### src/verilog/mcu_ao_settings.svh
/* widths and depths of the always-on peripheral block
   include at the top of any file that sizes ports or storage with these */
`ifndef MCU_AO_SETTINGS_SVH
`define MCU_AO_SETTINGS_SVH

`default_nettype none

// register bus
`define AO_DATA_W 32
`define AO_ADDR_W 8

// gpio bank
`define AO_GPIO_W 8

// flops between the pad and the first use of an input
`define AO_SYNC_STAGES 2

// machine timer
`define AO_TIMER_W 32

`default_nettype wire

`endif

### src/verilog/mcu_ao_reg_pkg.sv
/* register map and bus word types of the always-on register bus
   imported by the bus interface, the register file and the GPIO logic */
`include "mcu_ao_settings.svh"
`default_nettype none

package mcu_ao_reg_pkg;

  // one bus word and one byte address
  typedef logic [`AO_DATA_W-1:0] ao_data_t;
  typedef logic [`AO_ADDR_W-1:0] ao_addr_t;

  // one bit per gpio pin
  typedef logic [`AO_GPIO_W-1:0] gpio_vec_t;

  // register byte addresses, word aligned
  typedef enum ao_addr_t {
    // gpio bank
    GPIO_OUT     = 'h00,
    GPIO_OE      = 'h04,
    GPIO_IN      = 'h08,
    GPIO_INTR_EN = 'h0C,
    // write-one-to-clear on write
    INTR_PENDING = 'h10,
    // machine timer
    TIMER_VALUE  = 'h14,
    TIMER_CMP    = 'h18,
    TIMER_CTRL   = 'h1C,
    // software interrupt and program exit
    SW_IRQ       = 'h20,
    EXIT_VALUE   = 'h24,
    EXIT_VALID   = 'h28
  } ao_reg_addr_e;

endpackage

`default_nettype wire

### src/verilog/mcu_ao_irq_pkg.sv
/* interrupt vector layout as seen by the core
   import where the vector is built or decoded */
`default_nettype none

package mcu_ao_irq_pkg;

  // machine software interrupt
  localparam int IRQ_SOFTWARE_BIT = 3;

  // machine timer interrupt
  localparam int IRQ_TIMER_BIT = 7;

  // external interrupt, no source here so it reads zero
  localparam int IRQ_EXTERNAL_BIT = 11;

  // first fast interrupt, gpio pin i sits at IRQ_FAST_BASE + i
  localparam int IRQ_FAST_BASE = 16;

  // full vector handed to the core
  typedef logic [31:0] intr_vec_t;

endpackage

`default_nettype wire

### src/verilog/reg_bus_if.sv
/* register bus between the top level and the register file
   the host drives the request, the device answers in the same cycle */
`timescale 1ns/1ns
`default_nettype none

interface reg_bus_if;
  import mcu_ao_reg_pkg::*;

  // request
  logic     valid;
  logic     write;
  ao_addr_t addr;
  ao_data_t wdata;

  // response
  logic     ready;
  ao_data_t rdata;
  logic     error;

  modport host (output valid, write, addr, wdata, input ready, rdata, error);

  modport device (input valid, write, addr, wdata, output ready, rdata, error);

endinterface

`default_nettype wire

### src/verilog/ao_reg_file.sv
/* register file of the always-on bank, decodes the register bus
   holds the writable registers and turns timer and pending writes into strobes */
`include "mcu_ao_settings.svh"
`timescale 1ns/1ns
`default_nettype none

module ao_reg_file (
  input  wire                              clk_i,
  input  wire                              rst_i,
  reg_bus_if.device                        bus,
  input  wire mcu_ao_reg_pkg::gpio_vec_t   gpio_in_i,
  input  wire [`AO_TIMER_W-1:0]            timer_value_i,
  input  wire mcu_ao_reg_pkg::gpio_vec_t   pending_i,
  output mcu_ao_reg_pkg::gpio_vec_t        gpio_out_o,
  output mcu_ao_reg_pkg::gpio_vec_t        gpio_oe_o,
  output mcu_ao_reg_pkg::gpio_vec_t        gpio_intr_en_o,
  output logic                             pending_clr_o,
  output mcu_ao_reg_pkg::gpio_vec_t        pending_clr_mask_o,
  output logic                             timer_load_o,
  output logic [`AO_TIMER_W-1:0]           timer_load_value_o,
  output logic [`AO_TIMER_W-1:0]           timer_cmp_o,
  output logic                             timer_en_o,
  output logic                             sw_irq_o,
  output logic                             exit_valid_o,
  output mcu_ao_reg_pkg::ao_data_t         exit_value_o
);
  import mcu_ao_reg_pkg::*;

  logic     addr_hit;
  logic     access_err;
  logic     wr_en;
  ao_data_t rdata;

  // read mux, anything not listed is outside the map
  always_comb begin
    addr_hit = 1'b1;
    rdata    = '0;
    case (bus.addr)
      GPIO_OUT:     rdata = ao_data_t'(gpio_out_o);
      GPIO_OE:      rdata = ao_data_t'(gpio_oe_o);
      GPIO_IN:      rdata = ao_data_t'(gpio_in_i);
      GPIO_INTR_EN: rdata = ao_data_t'(gpio_intr_en_o);
      INTR_PENDING: rdata = ao_data_t'(pending_i);
      TIMER_VALUE:  rdata = ao_data_t'(timer_value_i);
      TIMER_CMP:    rdata = ao_data_t'(timer_cmp_o);
      TIMER_CTRL:   rdata = ao_data_t'(timer_en_o);
      SW_IRQ:       rdata = ao_data_t'(sw_irq_o);
      EXIT_VALUE:   rdata = exit_value_o;
      EXIT_VALID:   rdata = ao_data_t'(exit_valid_o);
      default:      addr_hit = 1'b0;
    endcase
  end

  // gpio_in is read only
  assign access_err = !addr_hit || (bus.write && (bus.addr == GPIO_IN));
  assign wr_en      = bus.valid && bus.write && !access_err;

  // single cycle answer, no wait states
  assign bus.ready = bus.valid;
  assign bus.error = bus.valid && access_err;
  assign bus.rdata = access_err ? '0 : rdata;

  // these two registers are not stored here
  assign pending_clr_o      = wr_en && (bus.addr == INTR_PENDING);
  assign pending_clr_mask_o = bus.wdata[`AO_GPIO_W-1:0];
  assign timer_load_o       = wr_en && (bus.addr == TIMER_VALUE);
  assign timer_load_value_o = bus.wdata[`AO_TIMER_W-1:0];

  always_ff @(posedge clk_i) begin
    if (rst_i) begin
      gpio_out_o     <= '0;
      gpio_oe_o      <= '0;
      gpio_intr_en_o <= '0;
      timer_cmp_o    <= '0;
      timer_en_o     <= 1'b0;
      sw_irq_o       <= 1'b0;
      exit_value_o   <= '0;
      exit_valid_o   <= 1'b0;
    end else if (wr_en) begin
      case (bus.addr)
        GPIO_OUT:     gpio_out_o     <= bus.wdata[`AO_GPIO_W-1:0];
        GPIO_OE:      gpio_oe_o      <= bus.wdata[`AO_GPIO_W-1:0];
        GPIO_INTR_EN: gpio_intr_en_o <= bus.wdata[`AO_GPIO_W-1:0];
        TIMER_CMP:    timer_cmp_o    <= bus.wdata[`AO_TIMER_W-1:0];
        // bit 0 is the enable
        TIMER_CTRL:   timer_en_o     <= bus.wdata[0];
        SW_IRQ:       sw_irq_o       <= bus.wdata[0];
        EXIT_VALUE:   exit_value_o   <= bus.wdata;
        EXIT_VALID:   exit_valid_o   <= bus.wdata[0];
        default: ;
      endcase
    end
  end

endmodule

`default_nettype wire

### src/verilog/gpio_ctrl.sv
/* gpio input path, synchronizes the pads and finds rising edges
   one pulse on gpio_rise_o per low to high change of a pin */
`include "mcu_ao_settings.svh"
`timescale 1ns/1ns
`default_nettype none

module gpio_ctrl (
  input  wire                              clk_i,
  input  wire                              rst_i,
  input  wire mcu_ao_reg_pkg::gpio_vec_t   gpio_i,
  output mcu_ao_reg_pkg::gpio_vec_t        gpio_sync_o,
  output mcu_ao_reg_pkg::gpio_vec_t        gpio_rise_o
);
  import mcu_ao_reg_pkg::*;

  // stage 0 samples the pads
  gpio_vec_t sync_q [`AO_SYNC_STAGES];
  gpio_vec_t prev_q;

  always_ff @(posedge clk_i) begin
    if (rst_i) begin
      for (int i = 0; i < `AO_SYNC_STAGES; i++) begin
        sync_q[i] <= '0;
      end
      prev_q <= '0;
    end else begin
      sync_q[0] <= gpio_i;
      for (int i = 1; i < `AO_SYNC_STAGES; i++) begin
        sync_q[i] <= sync_q[i-1];
      end
      // last synchronized value, for edge detection
      prev_q <= sync_q[`AO_SYNC_STAGES-1];
    end
  end

  assign gpio_sync_o = sync_q[`AO_SYNC_STAGES-1];

  // high for the one cycle between the sync and prev updates
  assign gpio_rise_o = gpio_sync_o & ~prev_q;

endmodule

`default_nettype wire

### src/verilog/ao_timer.sv
/* machine timer, counts up while enabled and compares against a limit
   a bus load overrides counting in the same cycle */
`include "mcu_ao_settings.svh"
`timescale 1ns/1ns
`default_nettype none

module ao_timer (
  input  wire                     clk_i,
  input  wire                     rst_i,
  input  wire                     load_i,
  input  wire [`AO_TIMER_W-1:0]   load_value_i,
  input  wire [`AO_TIMER_W-1:0]   cmp_i,
  input  wire                     en_i,
  output logic [`AO_TIMER_W-1:0]  value_o,
  output logic                    expired_o
);

  always_ff @(posedge clk_i) begin
    if (rst_i) begin
      value_o <= '0;
    end else if (load_i) begin
      value_o <= load_value_i;
    end else if (en_i) begin
      // wraps at the top like mtime
      value_o <= value_o + 1'b1;
    end
  end

  // level, stays high until the counter is reloaded below the limit
  assign expired_o = (value_o >= cmp_i);

endmodule

`default_nettype wire

### src/verilog/irq_ctrl.sv
/* gpio pending bits and the interrupt vector handed to the core
   pending bits are set by pin edges and cleared by write-one-to-clear */
`include "mcu_ao_settings.svh"
`timescale 1ns/1ns
`default_nettype none

module irq_ctrl (
  input  wire                              clk_i,
  input  wire                              rst_i,
  input  wire mcu_ao_reg_pkg::gpio_vec_t   gpio_rise_i,
  input  wire mcu_ao_reg_pkg::gpio_vec_t   gpio_intr_en_i,
  input  wire                              clr_i,
  input  wire mcu_ao_reg_pkg::gpio_vec_t   clr_mask_i,
  input  wire                              timer_expired_i,
  input  wire                              timer_en_i,
  input  wire                              sw_irq_i,
  output mcu_ao_reg_pkg::gpio_vec_t        pending_o,
  output mcu_ao_irq_pkg::intr_vec_t        intr_o
);
  import mcu_ao_reg_pkg::*;
  import mcu_ao_irq_pkg::*;

  gpio_vec_t clr_bits;

  assign clr_bits = clr_i ? clr_mask_i : '0;

  // set wins over clear when both hit the same pin
  always_ff @(posedge clk_i) begin
    if (rst_i) begin
      pending_o <= '0;
    end else begin
      pending_o <= (pending_o & ~clr_bits) | gpio_rise_i;
    end
  end

  // unused positions stay zero
  always_comb begin
    intr_o                   = '0;
    intr_o[IRQ_SOFTWARE_BIT] = sw_irq_i;
    intr_o[IRQ_TIMER_BIT]    = timer_en_i & timer_expired_i;

    // the enable only masks the output and pending is kept regardless
    intr_o[IRQ_FAST_BASE +: `AO_GPIO_W] = pending_o & gpio_intr_en_i;
  end

endmodule

`default_nettype wire

### src/verilog/mcu_ao_top.sv
/* top of the always-on peripheral bank
   plain register bus and pad ports outside, blocks wired together inside */
`include "mcu_ao_settings.svh"
`timescale 1ns/1ns
`default_nettype none

module mcu_ao_top (
  input  wire                              clk_i,
  input  wire                              rst_i,
  input  wire                              reg_valid_i,
  input  wire                              reg_write_i,
  input  wire mcu_ao_reg_pkg::ao_addr_t    reg_addr_i,
  input  wire mcu_ao_reg_pkg::ao_data_t    reg_wdata_i,
  input  wire mcu_ao_reg_pkg::gpio_vec_t   gpio_i,
  output logic                             reg_ready_o,
  output mcu_ao_reg_pkg::ao_data_t         reg_rdata_o,
  output logic                             reg_error_o,
  output mcu_ao_reg_pkg::gpio_vec_t        gpio_o,
  output mcu_ao_reg_pkg::gpio_vec_t        gpio_oe_o,
  output mcu_ao_irq_pkg::intr_vec_t        intr_o,
  output logic                             exit_valid_o,
  output mcu_ao_reg_pkg::ao_data_t         exit_value_o
);
  import mcu_ao_reg_pkg::*;

  gpio_vec_t              gpio_sync;
  gpio_vec_t              gpio_rise;
  gpio_vec_t              gpio_intr_en;
  gpio_vec_t              pending;
  gpio_vec_t              pending_clr_mask;
  logic                   pending_clr;
  logic                   timer_load;
  logic                   timer_en;
  logic                   timer_expired;
  logic                   sw_irq;
  logic [`AO_TIMER_W-1:0] timer_load_value;
  logic [`AO_TIMER_W-1:0] timer_cmp;
  logic [`AO_TIMER_W-1:0] timer_value;

  reg_bus_if bus ();

  // this level acts as the bus host
  assign bus.valid   = reg_valid_i;
  assign bus.write   = reg_write_i;
  assign bus.addr    = reg_addr_i;
  assign bus.wdata   = reg_wdata_i;
  assign reg_ready_o = bus.ready;
  assign reg_rdata_o = bus.rdata;
  assign reg_error_o = bus.error;

  ao_reg_file u_reg_file (
    .clk_i              (clk_i),
    .rst_i              (rst_i),
    .bus                (bus.device),
    .gpio_in_i          (gpio_sync),
    .timer_value_i      (timer_value),
    .pending_i          (pending),
    .gpio_out_o         (gpio_o),
    .gpio_oe_o          (gpio_oe_o),
    .gpio_intr_en_o     (gpio_intr_en),
    .pending_clr_o      (pending_clr),
    .pending_clr_mask_o (pending_clr_mask),
    .timer_load_o       (timer_load),
    .timer_load_value_o (timer_load_value),
    .timer_cmp_o        (timer_cmp),
    .timer_en_o         (timer_en),
    .sw_irq_o           (sw_irq),
    .exit_valid_o       (exit_valid_o),
    .exit_value_o       (exit_value_o)
  );

  gpio_ctrl u_gpio_ctrl (
    .clk_i       (clk_i),
    .rst_i       (rst_i),
    .gpio_i      (gpio_i),
    .gpio_sync_o (gpio_sync),
    .gpio_rise_o (gpio_rise)
  );

  ao_timer u_timer (
    .clk_i        (clk_i),
    .rst_i        (rst_i),
    .load_i       (timer_load),
    .load_value_i (timer_load_value),
    .cmp_i        (timer_cmp),
    .en_i         (timer_en),
    .value_o      (timer_value),
    .expired_o    (timer_expired)
  );

  irq_ctrl u_irq_ctrl (
    .clk_i           (clk_i),
    .rst_i           (rst_i),
    .gpio_rise_i     (gpio_rise),
    .gpio_intr_en_i  (gpio_intr_en),
    .clr_i           (pending_clr),
    .clr_mask_i      (pending_clr_mask),
    .timer_expired_i (timer_expired),
    .timer_en_i      (timer_en),
    .sw_irq_i        (sw_irq),
    .pending_o       (pending),
    .intr_o          (intr_o)
  );

endmodule

`default_nettype wire

### config.mk
export PLATFORM = sky130hd
export DESIGN_NAME = mcu_ao_top
export DESIGN_NICKNAME = d
export VERILOG_FILES = /design/src/verilog/mcu_ao_reg_pkg.sv /design/src/verilog/mcu_ao_irq_pkg.sv /design/src/verilog/reg_bus_if.sv /design/src/verilog/ao_reg_file.sv /design/src/verilog/gpio_ctrl.sv /design/src/verilog/ao_timer.sv /design/src/verilog/irq_ctrl.sv /design/src/verilog/mcu_ao_top.sv
export VERILOG_INCLUDE_DIRS = /design/src /design/src/verilog
export SDC_FILE = /design/constraint.sdc
export NUM_CORES = 1
export LEC_CHECK = 0
export BUFFER_PORTS_ARGS = -buffer_cell sky130_fd_sc_hd__buf_4
export CORE_MARGIN = 1.5
export CORE_UTILIZATION = 55
export CTS_BUF_LIST = sky130_fd_sc_hd__clkbuf_4 sky130_fd_sc_hd__clkbuf_8
export DETAILED_ROUTE_END_ITERATION = 7
export PLACE_DENSITY = 0.79
export SYNTH_ARGS = -nofsm -noshare
export SYNTH_HDL_FRONTEND = slang
export SYNTH_SLANG_ARGS = --single-unit
### constraint.sdc
create_clock -name clk_i -period 4.47 [get_ports clk_i]
set_clock_uncertainty 0.2 [all_clocks]
set_input_delay 1.341 -clock clk_i [delete_from_list [all_inputs] [get_ports clk_i]]
set_output_delay 1.341 -clock clk_i [all_outputs]
set_load 0.005 [all_outputs]
==> results.yml <==
worst_setup_path:
  crit_required_ns: 2.93
  crit_path_frequent_cell: "buf_4"
  slowest_delay_ns: 0.56
  cp_max_fo: 7
  arrival_ns: 2.95
  cp_cell_sequence: "buf_4 -> or4_4 -> buf_6 -> nor2_8 -> buf_4 -> a22oi_1 -> a31oi_2 -> buf_4"
  endpoint_kind: "output pin"
  startpoint_type: "input pin"
  crit_type: "in2out"
  r2r_setup_slack_ns: 1.84
  slowest_stage: "or4_4"
die:
  fp-row-count: 43
  io_pins: 167
  die_w_um: 123
  start_util_pct: 56.4
  coreArea_um2: 13900
  die-area_um2: 15000
  die_h_um: 123
clocking:
  ctsHtreeMaxLevel: 4
  hold_buffers: 0
  insertion_delay_ns: 0.47
  cts_tree: "built"
  cts.path.max_buffers: 2
  cts-buffers-inserted: 17
  cts.sinks: 155
  clk_pin_slew_ns: 0.07
  root_buffer: "clkbuf_8"
layout:
  fin_util_pct: 70.5
  fillers: 1142
  final_nets: 1220
  seq_area_um2: 3100
  multiInputGateArea_um2: 4250
  drive_gt1_share_pct: 22.8
  antenna_cells: 0
  syn_to_final_growth_pct: 24.9
global_routing:
  grt_pass1_vias: 6850
  grt_pass1_wl_um: 35200
  grt_start_max_net_pins: 86
  grt_usage_pct: 30.0
  antenna_found_initial: 0
  grt_overflow: 0
place:
  place_congestion: 0.921
  dp.final_hpwl_um: 16000
  port_buffers: 144
sta:
  finalSetupTns_ns: -0.0310
  fin_crit_sh_pct: 101
  min_period_ns: 4.50
  rsz0062_at_grt: "true"
  max_clock_freq_ghz: 0.222
  finalSetupViolations: 2
  hold_viol: 0
  slew_headroom_pct: 40.5
  whs_ns: 0.241
  worst_slew_pin_slew_ns: 0.893
  slew_violations: 0
  fin_ws_ns: -0.0251
routing:
  drt_pass1_iterations: 8
  drc: 0
  detail_route.wl_per_cell_um: 17.2
  ant_nets: 0
  vias: 7796
  vias_per_cell: 5.87
  drt_iter0_markers: 721
  routed_wl_um: 22800
synthesis:
  postSynthAreaPerCell_um2: 8.04
  ys_seq_area_share_pct: 39.5
  synth-warning-count: 0
  syn_inst: 978
  synth_largest_area_cell: "dfxtp_1"
  netlist_area_um2: 7860
  yosysUniqueCellTypes: 50
  synth_flop_cell: "dfxtp_1"
  yosysTopAreaCellShare_pct: 39.5
  ys_seq_elements: 155
  async_flop_share_pct: 0
  synth_edf_count: 0
  ys_top_cells_by_area: "dfxtp_1 (39%), nand2_1 (9.2%), a21oi_1 (6.7%)"
power_and_ir_drop:
  powerDensity_nw_per_um2: 267
  p_leak_nw: 3.94
  peakVddDrop_mv: 0.205
run_status:
  status: "finished, violations left"
  violations: "setup timing"
flow_run:
  maxCapViolCount: 0
hold_path:
  hold_class: "reg2reg"
-- stage by stage --
stage	instance area (um2)	instances	setup slack, ns	power [mW]
5_1_grt	9820	1328	-0.118	2.71
4_1_cts	9680	1322	-0.00328	2.63
3_3_place_gp	9240	1290	-0.106	1.57
3_5_place_dp	9240	1290	-0.118	1.57
6_report	9820	1328	-0.0251	2.62
2_1_floorplan	7940	999	0.136	1.50
-- what timing repair did --
action,CTS,global route
pin swaps,5,6
gates resized for setup,7,18
gates cloned,0,0
setup buffers,0,6
setup endpoints to repair,33,10
-- per-layer routing --
layer / global-route usage (%) / share of wire, %
met4: 15.1 / 3.9
met3: 5.20 / 8.4
met5: 0 / 0
met2: 48.0 / 47
met1: 38.9 / 41
-- placed cells by master (no fill, tap or decap), drive strengths merged, types with 33 or more instances in the layout --
cell	instances
a211oi	33
a21oi	106
buf	199
dfxtp	155
ha	33
inv	61
nand2	194
nand3	43
nor2	64
nor2b	33
-- sequential cells by signal, summed over array words and instances, names as in the netlist --
| name | flops |
|---|---|
| u_reg_file.gpio_oe_o | 8 |
| u_reg_file.exit_value_o | 32 |
| u_irq_ctrl.pending_o | 8 |
| u_reg_file.sw_irq_o | 1 |
| u_reg_file.gpio_out_o | 8 |
| u_gpio_ctrl.sync_q | 16 |
| u_gpio_ctrl.prev_q | 8 |
| u_reg_file.gpio_intr_en_o | 8 |
| u_reg_file.timer_cmp_o | 32 |
| u_timer.value_o | 32 |
| u_reg_file.timer_en_o | 1 |
| u_reg_file.exit_valid_o | 1 |
-- worst max-delay path, delay by kind of cell --
| family | cells | cell delay (ns) |
|---|---|---|
| compound gates | 2 | 0.31 |
| buf+inv | 4 | 0.56 |
| simple gates | 2 | 0.72 |
-- cell usage after synthesis (7+ instances only) --
| cell type | number |
|---|---|
| nand2_1 | 193 |
| dfxtp_1 | 155 |
| a21oi_1 | 106 |
| inv_1 | 60 |
| nor2_1 | 60 |
| nand3_1 | 43 |
| a211oi_1 | 33 |
| ha_1 | 33 |
| nor2b_1 | 33 |
| buf_4 | 31 |
| a222oi_1 | 30 |
| clkbuf_1 | 26 |
| buf_2 | 21 |
| xor2_1 | 21 |
| nand4_1 | 15 |
| a22oi_1 | 12 |
| and2_1 | 11 |
| xnor2_1 | 10 |
| a31oi_1 | 7 |
| nor4_1 | 7 |
| o21ai_0 | 7 |
-- power by group --
part | leakage, nW | total, mW | switching (mW) | internal, mW
registers | 1.25 | 1.40 | 0.00860 | 1.39
clock network | 0.199 | 1.08 | 0.522 | 0.560
logic | 2.49 | 0.140 | 0.0814 | 0.0589
total | 3.94 | 2.62 | 0.612 | 2.01
-- worst paths after layout --
check / start / to / cells after the start
worst min-delay path: u_gpio_ctrl.sync_q[0][7]$_SDFF_PP0_ / u_gpio_ctrl.sync_q[0][15]$_SDFF_PP0_ / 1
worst max-delay path: reg_addr_i[5] / reg_rdata_o[2] / 8
worst min register to register: u_gpio_ctrl.sync_q[0][7]$_SDFF_PP0_ / u_gpio_ctrl.sync_q[0][15]$_SDFF_PP0_ / 1
worst max register to register: u_timer.value_o[0]$_SDFFE_PP0P_ / u_timer.value_o[16]$_SDFFE_PP0P_ / 6
-- area by class of cell --
type | instances | area share (%)
Multi-Input combinational cell | 702 | 43.3
Sequential cell | 155 | 31.6
Timing Repair Buffer | 199 | 16.4
Clock buffer | 23 | 3.03
Inverter | 60 | 2.29
Tap cell | 180 | 2.29
Clock inverter | 9 | 1.15
-- kinds of logic (layout without fill, tap and decap cells) --
logic type	count (synthesis)	after routing	synth area share [%]
compound gates	219	219	18.4
xor+xnor	31	31	3.45
fa+ha+maj	33	33	5.25
buf+inv	142	291	8.98
flops	155	155	39.5
mux	6	6	0.764
other cells	1	22	0.0477
simple gates	391	391	23.7
Power figures use the tool's default switching activity.
